==> src/hdl/ooo_core_params.svh <==
`ifndef OOO_CORE_PARAMS_SVH
`define OOO_CORE_PARAMS_SVH

// Data word width
`define XLEN 32

// Instruction queue depth and the sender's starting credit count
`define IQ_DEPTH 4

// Reorder buffer size is a power of two so tags wrap naturally
`define ROB_ENTRIES 8

// ALU reservation station slots
`define RS_ENTRIES 4

`endif

==> src/hdl/ooo_core_pkg.sv <==
package ooo_core_pkg;

    `include "ooo_core_params.svh"

    // R-type view of an instruction word
    typedef struct packed {
        logic [6:0] funct7;
        logic [4:0] rs2;
        logic [4:0] rs1;
        logic [2:0] funct3;
        logic [4:0] rd;
        logic [6:0] opcode;
    } r_fields_t;

    // I-type view of the same word
    typedef struct packed {
        logic [11:0] imm12;
        logic [4:0]  rs1;
        logic [2:0]  funct3;
        logic [4:0]  rd;
        logic [6:0]  opcode;
    } i_fields_t;

    typedef union packed {
        r_fields_t r_fields;
        i_fields_t i_fields;
    } rv32_instr_u;

    typedef enum logic [3:0] {
        alu_add,
        alu_sub,
        alu_sll,
        alu_slt,
        alu_sltu,
        alu_xor,
        alu_srl,
        alu_sra,
        alu_or,
        alu_and
    } alu_op_e;

    typedef logic [$clog2(`ROB_ENTRIES)-1:0] rob_tag_t;

    // Value is valid once ready is set, otherwise wait on tag
    typedef struct packed {
        logic             ready;
        rob_tag_t         tag;
        logic [`XLEN-1:0] value;
    } operand_t;

    typedef struct packed {
        logic     valid;
        alu_op_e  op;
        operand_t src1;
        operand_t src2;
        rob_tag_t dest;
    } rs_entry_t;

    typedef struct packed {
        logic             valid;
        logic             done;
        logic [4:0]       rd;
        logic [`XLEN-1:0] value;
    } rob_entry_t;

endpackage

==> src/hdl/ooo_core_if.sv <==
`timescale 1ns/1ps

`include "ooo_core_params.svh"

// Allocation from dispatch into the ROB and the ALU station
interface dispatch_if import ooo_core_pkg::*; ();

    logic      rob_alloc;
    rob_tag_t  tag;
    logic [4:0] rd;
    logic      rs_push;
    rs_entry_t rs_entry;
    logic      rob_full;
    logic      rs_full;

    modport source (
        output rob_alloc, tag, rd, rs_push, rs_entry,
        input  rob_full, rs_full
    );

    modport rob (
        input  rob_alloc, tag, rd,
        output rob_full
    );

    modport station (
        input  rs_push, rs_entry,
        output rs_full
    );

endinterface

// Common data bus carrying one result per cycle
interface cdb_if import ooo_core_pkg::*; ();

    logic             valid;
    rob_tag_t         tag;
    logic [`XLEN-1:0] value;

    modport driver (output valid, tag, value);

    modport monitor (input valid, tag, value);

endinterface

==> src/hdl/reorder_buffer.sv <==
`timescale 1ns/1ps

`include "ooo_core_params.svh"

module reorder_buffer import ooo_core_pkg::*; (
    input  logic                  clk,
    input  logic                  rst_n_i,
    dispatch_if.rob               disp,
    cdb_if.monitor                cdb,
    input  rob_tag_t [1:0]        peek_tag_i,
    output logic [1:0]            peek_done_o,
    output logic [1:0][`XLEN-1:0] peek_value_o,
    output logic                  commit_valid_o,
    output logic [4:0]            commit_rd_o,
    output rob_tag_t              commit_tag_o,
    output logic [`XLEN-1:0]      commit_value_o
);

    localparam int cnt_w = $clog2(`ROB_ENTRIES + 1);

    rob_entry_t       rob_q [`ROB_ENTRIES];
    rob_tag_t         head_q;
    logic [cnt_w-1:0] count_q;
    logic             retire;

    assign disp.rob_full = (count_q == cnt_w'(`ROB_ENTRIES));
    assign retire        = rob_q[head_q].valid && rob_q[head_q].done;

    // Done and value outlive retirement until the slot is reallocated,
    // which covers the cycle before the register file takes the commit
    always_comb begin
        for (int k = 0; k < 2; k++) begin
            peek_done_o[k]  = rob_q[peek_tag_i[k]].done;
            peek_value_o[k] = rob_q[peek_tag_i[k]].value;
        end
    end

    always_ff @(posedge clk or negedge rst_n_i) begin
        if (!rst_n_i) begin
            for (int i = 0; i < `ROB_ENTRIES; i++) begin
                rob_q[i] <= '0;
            end
            head_q         <= '0;
            count_q        <= '0;
            commit_valid_o <= 1'b0;
        end else begin
            // Dispatch writes at its own tail tag
            if (disp.rob_alloc) begin
                rob_q[disp.tag] <= '{valid: 1'b1, done: 1'b0, rd: disp.rd, value: '0};
            end
            if (cdb.valid && rob_q[cdb.tag].valid) begin
                rob_q[cdb.tag].done  <= 1'b1;
                rob_q[cdb.tag].value <= cdb.value;
            end
            if (retire) begin
                rob_q[head_q].valid <= 1'b0;
                head_q              <= head_q + 1'b1;
            end
            count_q        <= count_q + cnt_w'(disp.rob_alloc) - cnt_w'(retire);
            commit_valid_o <= retire;
        end
    end

    always_ff @(posedge clk) begin
        if (retire) begin
            commit_rd_o    <= rob_q[head_q].rd;
            commit_tag_o   <= head_q;
            commit_value_o <= rob_q[head_q].value;
        end
    end

endmodule

==> src/flat_wrapper.sv <==
// flat-port wrapper written by rule: the top's interface ports become plain ports
module reorder_buffer_flat import ooo_core_pkg::*;
  (clk, rst_n_i, peek_tag_i, peek_done_o, peek_value_o, commit_valid_o, commit_rd_o, commit_tag_o, commit_value_o, disp_rob_alloc, disp_tag, disp_rd, disp_rob_full, cdb_valid, cdb_tag, cdb_value);
  dispatch_if disp_i ();
  cdb_if cdb_i ();
  input  logic clk;
  input  logic rst_n_i;
  input  rob_tag_t [1:0] peek_tag_i;
  output logic [1:0] peek_done_o;
  output logic [1:0][`XLEN-1:0] peek_value_o;
  output logic commit_valid_o;
  output logic [4:0] commit_rd_o;
  output rob_tag_t commit_tag_o;
  output logic [`XLEN-1:0] commit_value_o;
  input wire logic [$bits(disp_i.rob_alloc)-1:0] disp_rob_alloc;
  input wire logic [$bits(disp_i.tag)-1:0] disp_tag;
  input wire logic [$bits(disp_i.rd)-1:0] disp_rd;
  output wire logic [$bits(disp_i.rob_full)-1:0] disp_rob_full;
  input wire logic [$bits(cdb_i.valid)-1:0] cdb_valid;
  input wire logic [$bits(cdb_i.tag)-1:0] cdb_tag;
  input wire logic [$bits(cdb_i.value)-1:0] cdb_value;
  assign disp_i.rob_alloc = disp_rob_alloc;
  assign disp_i.tag = disp_tag;
  assign disp_i.rd = disp_rd;
  assign disp_rob_full = disp_i.rob_full;
  assign cdb_i.valid = cdb_valid;
  assign cdb_i.tag = cdb_tag;
  assign cdb_i.value = cdb_value;
  reorder_buffer u_core (.clk(clk), .rst_n_i(rst_n_i), .disp(disp_i), .cdb(cdb_i), .peek_tag_i(peek_tag_i), .peek_done_o(peek_done_o), .peek_value_o(peek_value_o), .commit_valid_o(commit_valid_o), .commit_rd_o(commit_rd_o), .commit_tag_o(commit_tag_o), .commit_value_o(commit_value_o));
endmodule
==> config.mk <==
export PLATFORM = sky130hd
export DESIGN_NAME = reorder_buffer_flat
export DESIGN_NICKNAME = d
export VERILOG_FILES = /design/src/hdl/ooo_core_pkg.sv /design/src/hdl/ooo_core_if.sv /design/src/hdl/reorder_buffer.sv /design/src/flat_wrapper.sv
export VERILOG_INCLUDE_DIRS = /design/src /design/src/hdl
export SDC_FILE = /design/constraint.sdc
export NUM_CORES = 1
export LEC_CHECK = 0
export ABC_AREA = 1
export BUFFER_PORTS_ARGS = -buffer_cell sky130_fd_sc_hd__buf_2
export CAP_MARGIN = 20
export CORE_ASPECT_RATIO = 0.5
export CORE_UTILIZATION = 35
export CTS_BUF_LIST = sky130_fd_sc_hd__clkbuf_8
export DETAILED_ROUTE_END_ITERATION = 10
export SLEW_MARGIN = 5
export SYNTH_ARGS = -nofsm -noshare
export SYNTH_HDL_FRONTEND = slang
export SYNTH_SLANG_ARGS = --single-unit
==> constraint.sdc <==
create_clock -name clk -period 4.5 [get_ports clk]
set_input_delay 1.35 -clock clk [delete_from_list [all_inputs] [get_ports clk]]
set_output_delay 1.35 -clock clk [all_outputs]
set_load 0.02 [all_outputs]
==> results.toml, run 1 <==
[outcome]
status = "complete, no violations"

[job]
maxCapViolCount = 0

[placed_design]
dpl_cell_area_mm2 = 0.0272
port-buffer-count = 160
dp_cells = 4847
dp_hpwl_mm = 59.8
gp_congestion = 0.876

[floorplanning]
dieArea_mm2 = 0.0742
die-height_um = 193
fp-row-count = 69
start_util_pct = 35.7
die_x_um = 384
io_pins = 161
core_area_mm2 = 0.0717

[synth]
synthCells = 3970
synth_top_area_share_pct = 31.3
synth_common_cells = "nand2_1, o21ai_0, nand3_1, a21oi_1, inv_1"
ys.flop_type = "dfrtp_1"
ys_seq_elements = 360
syn_avg_cell_area_um2 = 6.44
post-synth-top-area-cell = "dfrtp_1"
synth_area_mm2 = 0.0256
yosysUniqueCellTypes = 26
ys_seq_area_share_pct = 36.0
synth_warnings = 0
synth_edf_count = 40
synth.most_common_cell = "nand2_1"
syn-num-nets = 4030
async_reset_ff_share_pct = 88.9
synth_area_leaders = "dfrtp_1, nand2_1, o21ai_0, nand3_1, a21oi_1"

[global_route]
grtUsageMet1_pct = 37.8
grt_overflow = 0
grt_pass1_vias = 25400
track_usage_pct = 27.2
grt_pass1_wl_mm = 156
use_met3_pct = 5.35
grt_start_max_net_pins = 181
gr-max-usage-layer = "met2"
met2_usage_pct = 41.9
antenna_found_initial = 3

[finish]
final_nets = 4012
n_fill_cell = 7581
final_area_mm2 = 0.0285
multi_input_area_mm2 = 0.0134
area_delta_synth_final_pct = 11.4
seqCellArea_mm2 = 0.00921
drive_gt1_share_pct = 9.62
stdcell_count = 4963

[drt]
drc_errors = 0
antenna_left = 0
first_pass_iters = 6
wl_per_cell_um = 20.8
dr.first_iter.drc_count = 3674
wl_mm = 103
post_drt_via_cell_ratio = 5.70
vias = 28300

[timing]
slew_violations = 0
grt_setup_unrepaired = "no"
fin_crit_sh_pct = 90.1
finalCriticalPeriod_ns = 4.06
finalHoldViolations = 0
max_clock_freq_mhz = 247
worst_pin_slew_ns = 1.12
clock_skew_ns = 0.0376
setup_viol = 0
hold_ws_ns = 0.482
relSlewSlack_pct = 25.4
setup_tns_ns = 0

[setup_path]
critPathKind = "input port to output pin"
cp_top_family = "buffers and inverters"
crit_buf_inv = 4
start_kind = "input port"
cp.arrival_ns = 2.71
critical_path.max_stage_delay_ns = 0.29
end_kind = "output pin"
cp_slowest_cell = "buf_12"
path_cells = "buf_4, inv_4, buf_12, a21oi_1, o21ai_0, nand2_1, o21a_1, buf_2"
crit_fanout = 52
cp.required_ns = 3.15

[pwr]
p_leak_nw = 14.1
max-vdd-ir-drop_mv = 0.315
p_total_w = 0.0166
power_density_mw_per_mm2 = 584

[cts]
ctsResizeCount = 0
clk_latency_ns = 0.74
cts_root_buffer = "clkbuf_8"
post-cts-setup-buffers = 0
cts.sinks = 360
cts_buffers = 60
ctsHoldBuffers = 0
cts_buffer_depth = 3
cts_tree = "built"
cts_max_level = 2
path_clk_slew_ns = 0.07

[hold_path]
min_path_type = "register to register"
-- final cells by class --
cell class / count / share of cell area, %
tap: 958 / 4.21
multi-input combinational: 2890 / 47.0
timing repair buffer: 259 / 6.76
clock buffer: 87 / 4.20
sequential: 360 / 32.3
inverter: 381 / 5.06
antenna: 2 / 0.0176
clock inverter: 26 / 0.404
-- through the flow --
step / setup slack [ns] / util [%]
after floorplan: 0.696 / -
after global placement: 0.460 / 37.9
after detailed placement: 0.468 / 37.9
after CTS: 0.465 / 39.7
after global routing: 0.345 / 39.7
final: 0.444 / 39.8
-- routing by layer --
metal  share of wire (%)  vias to the layer above
li1                    -                    13100
met1                  42                    13400
met2                  43                     1576
met3                  11                      248
met4                 3.4                        4
met5               0.017                        -
-- final timing paths --
check	slack, ns	endpoint	cells after the start	start
setup / recovery	0.44	peek_value_o[22]	8	peek_tag_i[0]
hold / removal	0.48	register	2	register
setup reg to reg	1.08	u_core.count_q[2]	13	u_core.head_q[0]
hold reg to reg	0.48	register	2	register
max in group asynchronous	2.86	async pin	2	rst_n_i
min in group asynchronous	0.68	u_core.rob_q[174]	1	rst_n_i
-- where the power goes --
group	internal (W)	switching (W)
clock	0.00170	0.00156
combinational	0.00244	0.00518
sequential	0.00474	0.00101
-- cells by family (layout without fill, tap and decap cells) --
group	count (synthesis)	in the layout	share of synthesized area [%]
XOR/XNOR	3	3	0.103
buffers and inverters	720	753	11.9
AO/OA/AOI/OAI	1149	1149	23.3
flip-flops	360	360	36.0
AND/OR/NAND/NOR	1731	1731	28.3
adder cells (fa/ha/maj)	7	7	0.372
other	0	2	0
-- worst min-delay path, stage by stage (launching register included) --
cell	delay (ns)
dfrtp_1	0.34
nand2_1	0.05
o21ai_0	0.05
-- placed cells by master (no fill, tap or decap), types with 6 or more instances in the layout --
cell and n:
a21oi_1 395, a22oi_1 6, buf_12 28, buf_2 156
buf_4 72, clkbuf_8 88, clkinv_2 10, dfrtp_1 319
edfxtp_1 40, ha_1 6, inv_1 388, nand2_1 925
nand2_2 12, nand3_1 514, nand4_1 33, nor2_1 241
o21a_1 66, o21ai_0 676
No activity file was read; power rests on OpenSTA's default activity.
==> run 2: changes to the inputs <==
- ABC_AREA: 1 -> not set
- CTS_CLUSTER_SIZE: not set -> 10
==> results.toml, run 2 <==
[setup_path]
critical_path.max_stage_delay_ns = 0.54
crit_buf_inv = 3
cp.required_ns = 3.15
path_cells = "buf_4, buf_12, mux4_2, mux2_2, buf_2"
cp_top_family = "multiplexers"
cp.arrival_ns = 2.81
cp_slowest_cell = "mux4_2"
start_kind = "input port"
critPathKind = "input port to output pin"
end_kind = "output pin"
crit_fanout = 26

[synth]
synthCells = 1274
synth_area_mm2 = 0.0194
synth_area_leaders = "dfrtp_1, mux4_2, a22o_1, mux2_2, edfxtp_1"
syn-num-nets = 1334
synth_common_cells = "dfrtp_1, a22o_1, mux4_2, mux2_2, nand2_1"
synth_top_area_share_pct = 41.3
synth_warnings = 0
post-synth-top-area-cell = "dfrtp_1"
syn_avg_cell_area_um2 = 15.2
ys.flop_type = "dfrtp_1"
synth.most_common_cell = "dfrtp_1"
async_reset_ff_share_pct = 88.9
ys_seq_area_share_pct = 47.5
ys_seq_elements = 360
synth_edf_count = 40
yosysUniqueCellTypes = 53

[timing]
finalHoldViolations = 0
finalCriticalPeriod_ns = 4.16
setup_viol = 0
slew_violations = 0
grt_setup_unrepaired = "no"
fin_crit_sh_pct = 92.3
setup_tns_ns = 0
relSlewSlack_pct = 30.0
clock_skew_ns = 0.0245
worst_pin_slew_ns = 1.05
max_clock_freq_mhz = 241

[cts]
post-cts-setup-buffers = 0
clk_latency_ns = 0.62
cts.sinks = 360
cts_buffers = 58
ctsHoldBuffers = 0
ctsResizeCount = 0
cts_max_level = 2
path_clk_slew_ns = 0.06
cts_buffer_depth = 3
cts_root_buffer = "clkbuf_8"
cts_tree = "built"

[floorplanning]
die-height_um = 168
core_area_mm2 = 0.0542
dieArea_mm2 = 0.0563
fp-row-count = 60
die_x_um = 335
start_util_pct = 35.7
io_pins = 161

[pwr]
pwr-share-clk_pct = 23.8
power_density_mw_per_mm2 = 558
p_leak_nw = 9.78
swShare_pct = 35.4
power_frac_seq_pct = 42.6
p_switching_w = 0.00438
comb_power_share_pct = 33.6
intPower_w = 0.00798
max-vdd-ir-drop_mv = 0.324

[finish]
area_delta_synth_final_pct = 14.3
n_fill_cell = 4941
stdcell_count = 2186
drive_gt1_share_pct = 45.1
mostFrequentLayoutCells = "dfrtp_1, a22o_1, mux4_2, buf_2, mux2_2"
final_nets = 1447
layout.cells.most_common = "dfrtp_1"

[placed_design]
dp_cells = 2071
dp_hpwl_mm = 34.1
gp_congestion = 0.840
port-buffer-count = 160

[drt]
dr.first_iter.drc_count = 1224
antenna_left = 0
post_drt_via_cell_ratio = 6.23
vias = 13600
wl_mm = 61.4
first_pass_iters = 7
wl_per_cell_um = 28.1
drc_errors = 0

[global_route]
grt_overflow = 0
grt_start_max_net_pins = 103
use_met3_pct = 4.22
gr-max-usage-layer = "met2"
met2_usage_pct = 36.9
antenna_found_initial = 4
grt_pass1_wl_mm = 93.2
grt_pass1_vias = 14500
grtUsageMet1_pct = 27.6
track_usage_pct = 21.9

[job]
maxCapViolCount = 0

[hold_path]
min_path_type = "register to register"

[outcome]
status = "complete, no violations"
## run 2: cell count changes in the layout (fill, tap and decap cells not counted), sizes merged, moves of 58 or more
cell,change
mux2,+129
buf,-58
nand3,-509
a21oi,-391
nor2,-222
mux4,+207
a22o,+256
inv,-358
o21a,-65
nand2,-877
o21ai,-669
## run 2: worst paths after layout
| kind | from | to | slack [ns] | cells past startpoint |
|---|---|---|---|---|
| setup / recovery | peek_tag_i[3] | peek_value_o[46] | 0.34 | 5 |
| hold / removal | register | register | 0.48 | 2 |
| setup reg to reg | u_core.head_q[0] | u_core.count_q[2] | 1.00 | 9 |
| hold reg to reg | register | register | 0.48 | 2 |
| max in group asynchronous | rst_n_i | u_core.rob_q[254] | 2.68 | 2 |
| min in group asynchronous | rst_n_i | async pin | 0.78 | 1 |
## run 2: final cells by class
cell class / instances / area, um2 / share of cell area (%)
Antenna cell: 5 / 12.5 / 0.0565
Clock buffer: 80 / 1100 / 4.97
Clock inverter: 30 / 123 / 0.554
Inverter: 15 / 56.3 / 0.254
Multi-Input combinational cell: 752 / 9400 / 42.4
Sequential cell: 360 / 9220 / 41.6
Tap cell: 744 / 931 / 4.20
Timing Repair Buffer: 200 / 1300 / 5.89
## run 2: cells by family after synthesis
| family | synth area share (%) |
|---|---|
| flip-flops | 47.5 |
| multiplexers | 31.6 |
| AO/OA/AOI/OAI | 13.0 |
| buffers and inverters | 4.15 |
| AND/OR/NAND/NOR | 3.13 |
| adder cells (fa/ha/maj) | 0.491 |
| XOR/XNOR | 0.0905 |
## run 2: metal layers
metal	vias to the layer above	share of wire [%]
met5	-	0
met4	0	4.0
met3	178	8.1
met2	768	50
met1	7278	38
li1	5385	-
## run 2: through the flow
stage / hold WS, ns / worst slack, ns / utilization, % / total power [W] / cell area, um2
6_report: 0.476 / 0.345 / 40.9 / 0.0124 / 22100
5_1_grt: 0.498 / 0.292 / 40.8 / 0.0129 / 22100
3_3_place_gp: 0.454 / 0.378 / 38.6 / 0.00929 / 20900
4_1_cts: 0.479 / 0.336 / 40.8 / 0.0124 / 22100
3_5_place_dp: 0.464 / 0.339 / 38.6 / 0.00945 / 20900
2_1_floorplan: 0.440 / 0.410 / - / 0.00802 / 19400
## run 2: power groups by stage
| stage | sequential, W | clock (W) | combinational [W] |
|---|---|---|---|
| 2_1_floorplan | 0.00501 | 0 | 0.00301 |
| 3_3_place_gp | 0.00521 | 0 | 0.00408 |
| 3_5_place_dp | 0.00528 | 0 | 0.00417 |
| 4_1_cts | 0.00524 | 0.00299 | 0.00419 |
| 5_1_grt | 0.00537 | 0.00313 | 0.00442 |
| 6_report | 0.00526 | 0.00294 | 0.00416 |
## run 2: worst register-to-register path: cells and delay by family (launching register included)
| kind | cells | cell delay [ns] |
|---|---|---|
| AO/OA/AOI/OAI | 2 | 0.33 |
| XOR/XNOR | 1 | 0.15 |
| adder cells (fa/ha/maj) | 3 | 0.99 |
| buffers and inverters | 1 | 0.04 |
| flip-flops | 1 | 1.03 |
| AND/OR/NAND/NOR | 2 | 0.85 |
