File: src/hdl/ooo_core_params.svh
`ifndef OOO_CORE_PARAMS_SVH
`define OOO_CORE_PARAMS_SVH

// Data word width
`define XLEN 32

// Instruction queue depth and the sender's starting credit count
`define IQ_DEPTH 4

// Reorder buffer size is a power of two so tags wrap naturally
`define ROB_ENTRIES 8

// ALU reservation station slots
`define RS_ENTRIES 4

`endif

File: src/hdl/ooo_core_pkg.sv
package ooo_core_pkg;

    `include "ooo_core_params.svh"

    // R-type view of an instruction word
    typedef struct packed {
        logic [6:0] funct7;
        logic [4:0] rs2;
        logic [4:0] rs1;
        logic [2:0] funct3;
        logic [4:0] rd;
        logic [6:0] opcode;
    } r_fields_t;

    // I-type view of the same word
    typedef struct packed {
        logic [11:0] imm12;
        logic [4:0]  rs1;
        logic [2:0]  funct3;
        logic [4:0]  rd;
        logic [6:0]  opcode;
    } i_fields_t;

    typedef union packed {
        r_fields_t r_fields;
        i_fields_t i_fields;
    } rv32_instr_u;

    typedef enum logic [3:0] {
        alu_add,
        alu_sub,
        alu_sll,
        alu_slt,
        alu_sltu,
        alu_xor,
        alu_srl,
        alu_sra,
        alu_or,
        alu_and
    } alu_op_e;

    typedef logic [$clog2(`ROB_ENTRIES)-1:0] rob_tag_t;

    // Value is valid once ready is set, otherwise wait on tag
    typedef struct packed {
        logic             ready;
        rob_tag_t         tag;
        logic [`XLEN-1:0] value;
    } operand_t;

    typedef struct packed {
        logic     valid;
        alu_op_e  op;
        operand_t src1;
        operand_t src2;
        rob_tag_t dest;
    } rs_entry_t;

    typedef struct packed {
        logic             valid;
        logic             done;
        logic [4:0]       rd;
        logic [`XLEN-1:0] value;
    } rob_entry_t;

endpackage

File: src/hdl/instr_queue.sv
`timescale 1ns/1ps

`include "ooo_core_params.svh"

module instr_queue import ooo_core_pkg::*; (
    input  logic        clk,
    input  logic        rst_n_i,
    input  logic        push_i,
    input  rv32_instr_u instr_i,
    input  logic        pop_i,
    output logic        empty_o,
    output rv32_instr_u instr_o,
    output logic        credit_o
);

    localparam int ptr_w = $clog2(`IQ_DEPTH);
    localparam int cnt_w = $clog2(`IQ_DEPTH + 1);

    rv32_instr_u      mem_q [`IQ_DEPTH];
    logic [ptr_w-1:0] wr_ptr_q;
    logic [ptr_w-1:0] rd_ptr_q;
    logic [cnt_w-1:0] count_q;
    logic             do_push;
    logic             do_pop;

    // A push into a full queue is a sender fault and is dropped
    assign do_push = push_i && (count_q != cnt_w'(`IQ_DEPTH));
    assign do_pop  = pop_i && !empty_o;
    assign empty_o = (count_q == '0);
    assign instr_o = mem_q[rd_ptr_q];

    always_ff @(posedge clk) begin
        if (do_push) begin
            mem_q[wr_ptr_q] <= instr_i;
        end
    end

    always_ff @(posedge clk or negedge rst_n_i) begin
        if (!rst_n_i) begin
            wr_ptr_q <= '0;
            rd_ptr_q <= '0;
            count_q  <= '0;
            credit_o <= 1'b0;
        end else begin
            if (do_push) begin
                wr_ptr_q <= wr_ptr_q + 1'b1;
            end
            if (do_pop) begin
                rd_ptr_q <= rd_ptr_q + 1'b1;
            end
            count_q  <= count_q + cnt_w'(do_push) - cnt_w'(do_pop);
            // One credit back to the sender per freed slot
            credit_o <= do_pop;
        end
    end

endmodule

File: config.mk
export PLATFORM = sky130hd
export DESIGN_NAME = instr_queue
export DESIGN_NICKNAME = d
export VERILOG_FILES = /design/src/hdl/ooo_core_pkg.sv /design/src/hdl/instr_queue.sv
export VERILOG_INCLUDE_DIRS = /design/src /design/src/hdl
export SDC_FILE = /design/constraint.sdc
export NUM_CORES = 1
export LEC_CHECK = 0
export BUFFER_PORTS_ARGS = -buffer_cell sky130_fd_sc_hd__buf_2
export CAP_MARGIN = 20
export CORE_ASPECT_RATIO = 1.4
export CORE_MARGIN = 2
export CORE_UTILIZATION = 55
export DETAILED_ROUTE_END_ITERATION = 8
export GPL_TIMING_DRIVEN = 0
export PLACE_DENSITY = 0.77
export SYNTH_ARGS = -nofsm -noshare
export SYNTH_HDL_FRONTEND = slang
export SYNTH_SLANG_ARGS = --single-unit
File: constraint.sdc
create_clock -name clk -period 3.7 [get_ports clk]
set_input_delay 0.555 -clock clk [delete_from_list [all_inputs] [get_ports clk]]
set_output_delay 0.555 -clock clk [all_outputs]
set_load 0.02 [all_outputs]
==> impl_metrics.ini, run 1 <==
[status]
outcome = complete, but fails checks
violations = DRC

[sta]
layout_min_cycle_time_ps = 2400
hold_viol_final = 0
finalCritPeriodShare_pct = 64.9
post_route_setup_tns_ps = 0
skew_ps = 9.19
max_slew_margin_pct = 41.5
fmax_ghz = 0.416
timing.final.ws_setup_ps = 1300
finalMaxSlewViolations = 0
timing.hold.ws_ps = 354
report.final.setup_viol = 0
grt_setup_unrepaired = no
worst_pin_slew_ps = 877

[place]
place_area_um2 = 5640
globalplace.congestion = 0.653
place_worst_setup_slack_ps = 1400
place.port_buffers = 69
dp_hpwl_um = 4920

[setup_path]
critical_path_launch_point_type = flop
worst_ep_required_time_ps = 3140
setup.worst_path.end_class = primary output
timing.reg2reg.setup_slack_ps = 1410
cp_common_cell = sky130_fd_sc_hd__buf_2
worst-path-max-fanout = 10
worst_r2r_path_cells = 9
critical_path_arrival_ps = 1850
critical_path_class = reg -> out
timing.critical_path.cells = clkbuf_1 > buf_2 > mux4_2 > buf_2
timing.critical_path.slowest_stage_cell = sky130_fd_sc_hd__mux4_2
crit_path_max_incr_delay_ps = 380

[clocking]
post_cts_resized = 0
cts_inserted_buffers = 17
holdBufCountCts = 1
clock_latency_reported_for_the_late_side_of_the_worst_skew_pair_ps = 420
cts_setup_buffers = 0
ctsLongestPathBuffers = 2
numClockSinks = 136
clk_pin_slew_worst_paths_ps = 60
ctsRootBufferMaster = sky130_fd_sc_hd__clkbuf_16
tritoncts = yes
htree_num_levels = 4

[layout]
n_antenna_cell = 0
finish.instance_area_um2 = 6300
synthToLayoutAreaGrowth_pct = 22.1
design.final.nets = 342
layout-drive-gt1-share_pct = 44.9

[min_path]
timing.hold.worst.class = in -> reg
worstHoldPathCells = 1

[yosys]
number_of_standard_cells_after_synthesis = 210
synthDominantAreaCellType = sky130_fd_sc_hd__edfxtp_1
post-synth-top-area-fraction_pct = 74.5
post_synth_main_area_contributors = sky130_fd_sc_hd__edfxtp_1, sky130_fd_sc_hd__mux4_2, sky130_fd_sc_hd__dfrtp_1, sky130_fd_sc_hd__mux4_1, sky130_fd_sc_hd__ha_1
syn_avg_cell_area_um2 = 24.6
yosysWarnings = 0
postSynthNetCount = 253
register_bit_count_reported_by_yosys = 136
fraction_of_the_yosys_area_taken_by_sequential_cells_pct = 78.4
synth_cell_type_count = 21
netlist_area_um2 = 5160

[routing]
drt-pass1-iter-count = 7
via_per_inst = 5.55
remaining_number_of_nets_flagged_by_the_antenna_check_after_routing = 0
vias = 2324
drc_errors = 4
wl_per_cell_um = 19.9
drt-initial-drc-count = 109
drt-total-wl_um = 8360

[global_route]
total_congestion_overflow_after_global_routing = 0
initial_antenna_violation_count = 0
grt_max_degree = 33
grt_util_all_layers_pct = 18.3
first_global_vias = 2519
grt_pass1_wl_um = 13200

[die]
core_area_um2 = 9080
floorplan.io_pins = 70
chipHeight_um = 119
initial_utilization_pct = 56.8
dieArea_um2 = 10200
die_width_um = 85.8
standard_cell_row_count = 41

[power]
p_leak_nw = 2.26
pwr_density_cell_nw_per_um2 = 887
ir_worst_vdd_mv = 0.540

[flow_run]
max-cap-violations = 0
==> synth_stat cells <==
library cell and instances:
sky130_fd_sc_hd__mux4_2 28, sky130_fd_sc_hd__nand2b_1 4, sky130_fd_sc_hd__clkbuf_1 1, sky130_fd_sc_hd__o211ai_1 2, sky130_fd_sc_hd__dfrtp_1 8, sky130_fd_sc_hd__nor3b_2 1, sky130_fd_sc_hd__ha_1 6, sky130_fd_sc_hd__nand4bb_1 2
sky130_fd_sc_hd__o311ai_0 1, sky130_fd_sc_hd__nand2_1 1, sky130_fd_sc_hd__and3b_1 4, sky130_fd_sc_hd__buf_2 3, sky130_fd_sc_hd__mux4_1 4, sky130_fd_sc_hd__nor3_1 1, sky130_fd_sc_hd__buf_6 1, sky130_fd_sc_hd__buf_12 3
sky130_fd_sc_hd__fa_1 1, sky130_fd_sc_hd__o31ai_1 1, sky130_fd_sc_hd__xnor2_1 4, sky130_fd_sc_hd__inv_1 6, sky130_fd_sc_hd__edfxtp_1 128
==> flip-flops by register name, indices dropped and copies added, names as in the netlist <==
register / flops
wr_ptr_q: 2
rd_ptr_q: 2
credit_o: 1
mem_q: 128
count_q: 3
==> cell usage in the layout (no fill, tap or decap), drive strengths merged <==
cell	n
clkinvlp	3
buf	76
xnor2	4
dfrtp	8
bufinv	5
clkinv	5
nor3	1
dlygate4sd3	1
nor3b	1
inv	6
o31ai	1
nand2b	4
and3b	4
clkbuf	20
o211ai	2
ha	6
edfxtp	128
mux4	32
nand2	1
o311ai	1
fa	1
nand4bb	2
==> worst max-delay path: cells and delay by family (launching register included) <==
family / cells / cell delay [ps]
flops: 1 / 310
buf+inv: 3 / 750
mux: 1 / 380
==> metal layers <==
| metal | up-vias | track usage [%] | wire length (um) |
|---|---|---|---|
| met4 | 0 | 8.73 | 196 |
| met1 | 1175 | 21.3 | 3150 |
| met5 | - | 0 | 0 |
| li1 | 1065 | - | - |
| met2 | 64 | 29.9 | 4540 |
| met3 | 20 | 6.77 | 469 |
==> layout make-up <==
type | count | area [um^2]
plain buffers | 8 | 90.1
inverters | 6 | 22.5
flip-flops and latches | 136 | 4040
clock buffers | 19 | 443
clock inverters | 13 | 201
fillers | 553 | 2780
repair buffers | 70 | 355
multi-input cells | 60 | 1010
well taps | 107 | 134
==> cells by family (layout without fill, tap and decap cells) <==
group,count (synthesis),count (layout),share of synthesized area (%)
DFF,136,136,78.4
muxes,32,32,14.3
AOI/OAI and AO/OA,4,4,0.607
and+or+nand+nor,13,13,2.01
xor gates and xnor gates,4,4,0.679
buffers and inverters,14,116,2.18
adders and majority gates,7,7,1.84
==> path summary, 6_finish.rpt <==
| kind | startpoint | endpoint |
|---|---|---|
| max | rd_ptr_q[1] | instr_o[14] |
| min | instr_i[0] | mem_q[2][0] |
| max reg2reg | count_q[1] | count_q[2] |
| min reg2reg | wr_ptr_q[1] | wr_ptr_q[1] |
| max in group asynchronous | rst_n_i | count_q[0] |
| min in group asynchronous | rst_n_i | count_q[2] |
==> report_power, final <==
group          switching (W)  total, W  leakage (nW)  internal, W
Combinational       0.000924   0.00164         0.684     0.000716
Clock               0.000584   0.00179         0.309      0.00121
Sequential          0.000111   0.00215          1.27      0.00204
Total                0.00162   0.00559          2.26      0.00397
==> metrics by stage <==
step / cells / util, % / power (W)
after floorplan: 210 / - / 0.00336
after global placement: 386 / 62.1 / 0.00382
after detailed placement: 386 / 62.1 / 0.00386
after CTS: 419 / 69.3 / 0.00566
after global routing: 419 / 69.3 / 0.00583
final: 419 / 69.3 / 0.00559
Power figures use the tool's default switching activity.
==> inputs of run 2 (changes only) <==
- clock period: 3.7 -> 2.4 ns (I/O delays scaled with it)
==> impl_metrics.ini, run 2 (synthesis results as in run 1) <==
[layout]
layout.cells.most_common_list = sky130_fd_sc_hd__edfxtp_1, sky130_fd_sc_hd__buf_2, sky130_fd_sc_hd__mux4_2, sky130_fd_sc_hd__clkbuf_16, sky130_fd_sc_hd__dfrtp_1
biggestRegsByFlops = mem_q (128), count_q (3)
layout-drive-gt1-share_pct = 45.5
synthToLayoutAreaGrowth_pct = 22.3
registers.top_by_ff_count = mem_q
finish.instance_area_um2 = 6310
nFillCells = 548
mostFrequentLayoutCell = sky130_fd_sc_hd__edfxtp_1
largest_register_ffs = 128
n_antenna_cell = 0
design.final.nets = 342

[min_path]
min_delay_worst_endpoint = mem_q[2][0]
origin_of_the_worst_min_delay_path = instr_i[0]
worstHoldPathCells = 1
timing.hold.worst.class = in -> reg

[routing]
remaining_number_of_nets_flagged_by_the_antenna_check_after_routing = 0
via_per_inst = 5.54
wl_per_cell_um = 20.1
vias = 2322
drt-pass1-iter-count = 7
drc_errors = 4
drt-total-wl_um = 8400
drt-initial-drc-count = 125

[sta]
worst_pin_slew_ps = 876
fmax_ghz = 0.454
finalCritPeriodShare_pct = 91.9
layout_min_cycle_time_ps = 2200
max_slew_margin_pct = 41.6
skew_ps = 8.89
timing.hold.ws_ps = 161
hold_viol_final = 0
finalMaxSlewViolations = 0
report.final.setup_viol = 0
grt_setup_unrepaired = no

[place]
globalplace.congestion = 0.653
place_area_um2 = 5640
place.port_buffers = 69
dp_hpwl_um = 4920

[setup_path]
timing.critical_path.cells = clkbuf_1 > buf_2 > mux4_2 > buf_2
worst_r2r_path_cells = 9
critical_path_arrival_ps = 1840
timing.critical_path.slowest_stage_cell = sky130_fd_sc_hd__mux4_2
worst-path-max-fanout = 10
crit_path_max_incr_delay_ps = 380
critical_path_launch_point_type = flop
timing.reg2reg.setup_slack_ps = 200
regToRegStartpoint = count_q[2]
worst_ep_required_time_ps = 2040
setup.worst_path.end_class = primary output
worst_path_top_cell_family_by_delay = buffers and inverters
cp_common_cell = sky130_fd_sc_hd__buf_2
worst_path_buffer_plus_inverter_count = 3
regToRegEndpoint = count_q[2]
critical_path_class = reg -> out

[global_route]
initial_antenna_violation_count = 0
grt_max_degree = 33
grt_util_all_layers_pct = 18.3
grt_use_met2_pct = 29.9
use_met1_pct = 21.3
grt_use_met3_pct = 6.77
first_global_vias = 2519
busiest_layer = met2
total_congestion_overflow_after_global_routing = 0
grt_pass1_wl_um = 13200

[die]
floorplan.io_pins = 70
die_width_um = 85.8
chipHeight_um = 119
dieArea_um2 = 10200
core_area_um2 = 9080
standard_cell_row_count = 41
initial_utilization_pct = 56.8

[power]
pwr_density_cell_nw_per_um2 = 1370
ir_worst_vdd_mv = 0.832
p_leak_nw = 2.26

[clocking]
ctsRootBufferMaster = sky130_fd_sc_hd__clkbuf_16
clock_latency_reported_for_the_late_side_of_the_worst_skew_pair_ps = 410
numClockSinks = 136
htree_num_levels = 4
tritoncts = yes
ctsLongestPathBuffers = 2
clk_pin_slew_worst_paths_ps = 60
cts_inserted_buffers = 17

[status]
outcome = complete, but fails checks
violations = DRC

[flow_run]
max-cap-violations = 0
==> run 2: cell count changes in the layout (fill, tap and decap cells not counted) <==
cell / before / now
sky130_fd_sc_hd__dfrtp_1: 8 / 7
sky130_fd_sc_hd__dfrtp_2: 0 / 1
sky130_fd_sc_hd__nor3b_2: 1 / 0
sky130_fd_sc_hd__nor3b_4: 0 / 1
sky130_fd_sc_hd__o31ai_1: 1 / 0
sky130_fd_sc_hd__o31ai_2: 0 / 1
==> run 2: metal layers <==
layer / part of all wire [%] / up-vias
met2: 54 / 60
met3: 5.8 / 19
met4: 2.2 / 0
met5: 0 / -
met1: 38 / 1176
li1: - / 1067
==> run 2: worst max-delay path by stage <==
stage	end	slack [ps]	cells past startpoint	start
2_1_floorplan	count_q[2]	260	9	count_q[1]
5_1_grt	count_q[2]	20	9	count_q[2]
3_5_place_dp	count_q[2]	100	9	count_q[1]
6_report	instr_o[14]	200	4	rd_ptr_q[1]
4_1_cts	count_q[2]	80	9	count_q[1]
3_3_place_gp	mem_q[2][18]	-140	2	count_q[2]
==> run 2: where the power goes <==
group | internal [W] | total [W] | switching, W
combinational | 0.00111 | 0.00254 | 0.00143
sequential | 0.00315 | 0.00334 | 0.000184
clock | 0.00186 | 0.00276 | 0.000902
==> run 2: worst register-to-register path, cell delays in order, from the launching register on <==
cell                       delay (ps)
sky130_fd_sc_hd__dfrtp_1          490
sky130_fd_sc_hd__nor3b_4          340
sky130_fd_sc_hd__nand2b_1         160
sky130_fd_sc_hd__ha_1             220
sky130_fd_sc_hd__inv_1             60
sky130_fd_sc_hd__ha_1             130
sky130_fd_sc_hd__inv_1             40
sky130_fd_sc_hd__fa_1             380
sky130_fd_sc_hd__xnor2_1          150
sky130_fd_sc_hd__xnor2_1          130
==> run 2: what timing repair did <==
action / CTS / global route
hold buffers: 1 / 0
setup buffers: 0 / 0
endpoints found under the setup margin: 0 / 1
hold endpoints to repair: 8 / 0
resized for setup: 0 / 3
==> run 2: cell type report <==
cell class / count / area [um^2] / share of cell area, %
Sequential cell: 136 / 4050 / 64.1
Multi-Input combinational cell: 60 / 1020 / 16.1
Clock buffer: 19 / 443 / 7.02
Timing Repair Buffer: 70 / 355 / 5.63
Clock inverter: 13 / 201 / 3.19
Tap cell: 107 / 134 / 2.12
Buffer: 8 / 90.1 / 1.43
Inverter: 6 / 22.5 / 0.357
==> run 2: per-stage QoR <==
stage | setup slack (ps) | util (%) | TNS [ps] | cells | total power [W]
final | 195 | 69.5 | 0 | 419 | 0.00864
after CTS | 80.9 | 69.3 | 0 | 419 | 0.00873
after detailed placement | 104 | 62.1 | 0 | 386 | 0.00595
after global routing | 17.5 | 69.5 | 0 | 419 | 0.00901
after global placement | -141 | 62.1 | -16700 | 386 | 0.00590
after floorplan | 262 | - | 0 | 210 | 0.00519
==> inputs of run 3 (changes only) <==
- PLACE_DENSITY: 0.77 -> 0.75
==> impl_metrics.ini, run 3 (synthesis results as in run 1) <==
[layout]
registers.top_by_ff_count = mem_q
mostFrequentLayoutCell = sky130_fd_sc_hd__edfxtp_1
n_antenna_cell = 0
multi_input_area_um2 = 1020
cell_count_final_fillers_out = 419
nFillCells = 558
layout.cells.most_common_list = sky130_fd_sc_hd__edfxtp_1, sky130_fd_sc_hd__buf_2, sky130_fd_sc_hd__mux4_2, sky130_fd_sc_hd__clkbuf_16, sky130_fd_sc_hd__dfrtp_1
design.final.nets = 342
biggestRegsByFlops = mem_q (128), count_q (3)
layout.core_utilization_pct = 68.8
synthToLayoutAreaGrowth_pct = 21.2
largest_register_ffs = 128
sequential_cell_area_um2 = 4050
layout-drive-gt1-share_pct = 44.6

[power]
sequentialPowerShare_pct = 39.8
p_sw_w = 0.00251
p_leak_nw = 2.22
power.switching_fraction_pct = 29.9
share_comb_of_total_power_pct = 30.2
cellInternalPower_w = 0.00588
pwr_density_cell_nw_per_um2 = 1340
p_clk_share_pct = 30.0
ir_worst_vdd_mv = 0.928

[sta]
finalMaxSlewViolations = 0
hold_viol_final = 0
fmax_ghz = 0.448
max_slew_margin_pct = 42.0
worst_pin_slew_ps = 870
grt_setup_unrepaired = no
finalCritPeriodShare_pct = 93.0
report.final.setup_viol = 0
skew_ps = 4.70
layout_min_cycle_time_ps = 2230

[global_route]
first_global_vias = 2460
total_congestion_overflow_after_global_routing = 0
grt_max_degree = 33
grt_pass1_wl_um = 12800
initial_antenna_violation_count = 0
grt_util_all_layers_pct = 17.8

[clocking]
htree_num_levels = 4
ctsLongestPathBuffers = 2
numClockSinks = 136
clock_latency_reported_for_the_late_side_of_the_worst_skew_pair_ps = 400
ctsRootBufferMaster = sky130_fd_sc_hd__clkbuf_16
cts_setup_buffers = 0
clk_pin_slew_worst_paths_ps = 60
cts_inserted_buffers = 17
tritoncts = yes

[setup_path]
timing.critical_path.cells = nor3b_4 > nand2b_1 > ha_1 > inv_1 > ha_1 > inv_1 > fa_1 > xnor2_1 > xnor2_1
worst_ep_required_time_ps = 2690
critical_path_arrival_ps = 2520
timing.critical_path.slowest_stage_cell = sky130_fd_sc_hd__dfrtp_1
worst_path_top_cell_family_by_delay = adder cells
critical_path_class = reg -> reg
worst_path_buffer_plus_inverter_count = 2
worst-path-max-fanout = 7
critical_path_launch_point_type = flop
crit_path_max_incr_delay_ps = 500
setup.worst_path.end_class = flop

[die]
dieArea_um2 = 10200
chipHeight_um = 119
initial_utilization_pct = 56.8
die_width_um = 85.8
standard_cell_row_count = 41
floorplan.io_pins = 70
core_area_um2 = 9080

[status]
violations = DRC
outcome = complete, but fails checks

[routing]
drt-pass1-iter-count = 9
vias = 2329
drt-initial-drc-count = 170
remaining_number_of_nets_flagged_by_the_antenna_check_after_routing = 0
wl_per_cell_um = 19.8
drc_errors = 3
drt-total-wl_um = 8280
via_per_inst = 5.56

[place]
placed_cells = 386
dp_hpwl_um = 4850
place.port_buffers = 69
globalplace.congestion = 0.712

[flow_run]
max-cap-violations = 0

[min_path]
timing.hold.worst.class = in -> reg
==> run 3: changes by cell type in the layout (fill, tap and decap cells not counted) <==
cell / before / now
sky130_fd_sc_hd__clkinv_1: 0 / 3
sky130_fd_sc_hd__bufinv_16: 5 / 3
sky130_fd_sc_hd__clkinv_2: 4 / 2
sky130_fd_sc_hd__clkinvlp_4: 3 / 5
sky130_fd_sc_hd__clkbuf_8: 1 / 0
==> run 3: through the flow <==
stage / total power [W] / setup TNS (ps) / worst slack [ps] / instance area (um^2) / hold slack, ps
after floorplan: 0.00519 / 0 / 262 / 5160 / 64.4
after global placement: 0.00589 / -16530 / -134 / 5640 / 208
after global routing: 0.00878 / 0 / 32.7 / 6250 / 153
after CTS: 0.00847 / 0 / 44.3 / 6240 / 147
after detailed placement: 0.00593 / 0 / 77.3 / 5640 / 214
final: 0.00839 / 0 / 169 / 6250 / 166
==> run 3: power groups by stage <==
stage,clock [W],sequential [W],combinational (W)
final,0.00252,0.00334,0.00253
after floorplan,0,0.00331,0.00187
after global placement,0,0.00335,0.00254
after CTS,0.00255,0.00333,0.00259
after detailed placement,0,0.00337,0.00257
after global routing,0.00268,0.00338,0.00273
==> run 3: path summary, 6_finish.rpt <==
| kind | from | end | slack [ps] | cells past startpoint |
|---|---|---|---|---|
| worst max-delay path | count_q[2] | count_q[2] | 170 | 9 |
| worst min-delay path | instr_i[29] | mem_q[0][29] | 170 | 1 |
| worst max register to register | count_q[2] | count_q[2] | 170 | 9 |
| worst min register to register | wr_ptr_q[1] | wr_ptr_q[1] | 600 | 2 |
| max in group asynchronous | rst_n_i | count_q[1] | 1880 | 2 |
| min in group asynchronous | rst_n_i | count_q[2] | 330 | 2 |
==> run 3: final cells by class <==
cell class / count / area share (%)
inverter: 6 / 0.360
multi-input combinational: 60 / 16.3
sequential: 136 / 64.7
clock inverter: 14 / 2.52
clock buffer: 18 / 6.87
timing repair buffer: 70 / 5.68
buffer: 8 / 1.44
tap: 107 / 2.14
==> run 3: repair_timing <==
| action | 4_1_cts | 5_1_grt |
|---|---|---|
| setup endpoints to repair | 0 | 1 |
| hold buffers | 1 | 0 |
| resized for setup | 0 | 3 |
| hold endpoints to repair | 8 | 0 |
==> run 3: metal layers <==
layer | part of all wire, % | global-route usage, %
met1 | 39 | 20.9
met2 | 54 | 29.4
met3 | 5.4 | 6.49
met4 | 1.5 | 7.54
met5 | 0 | 0
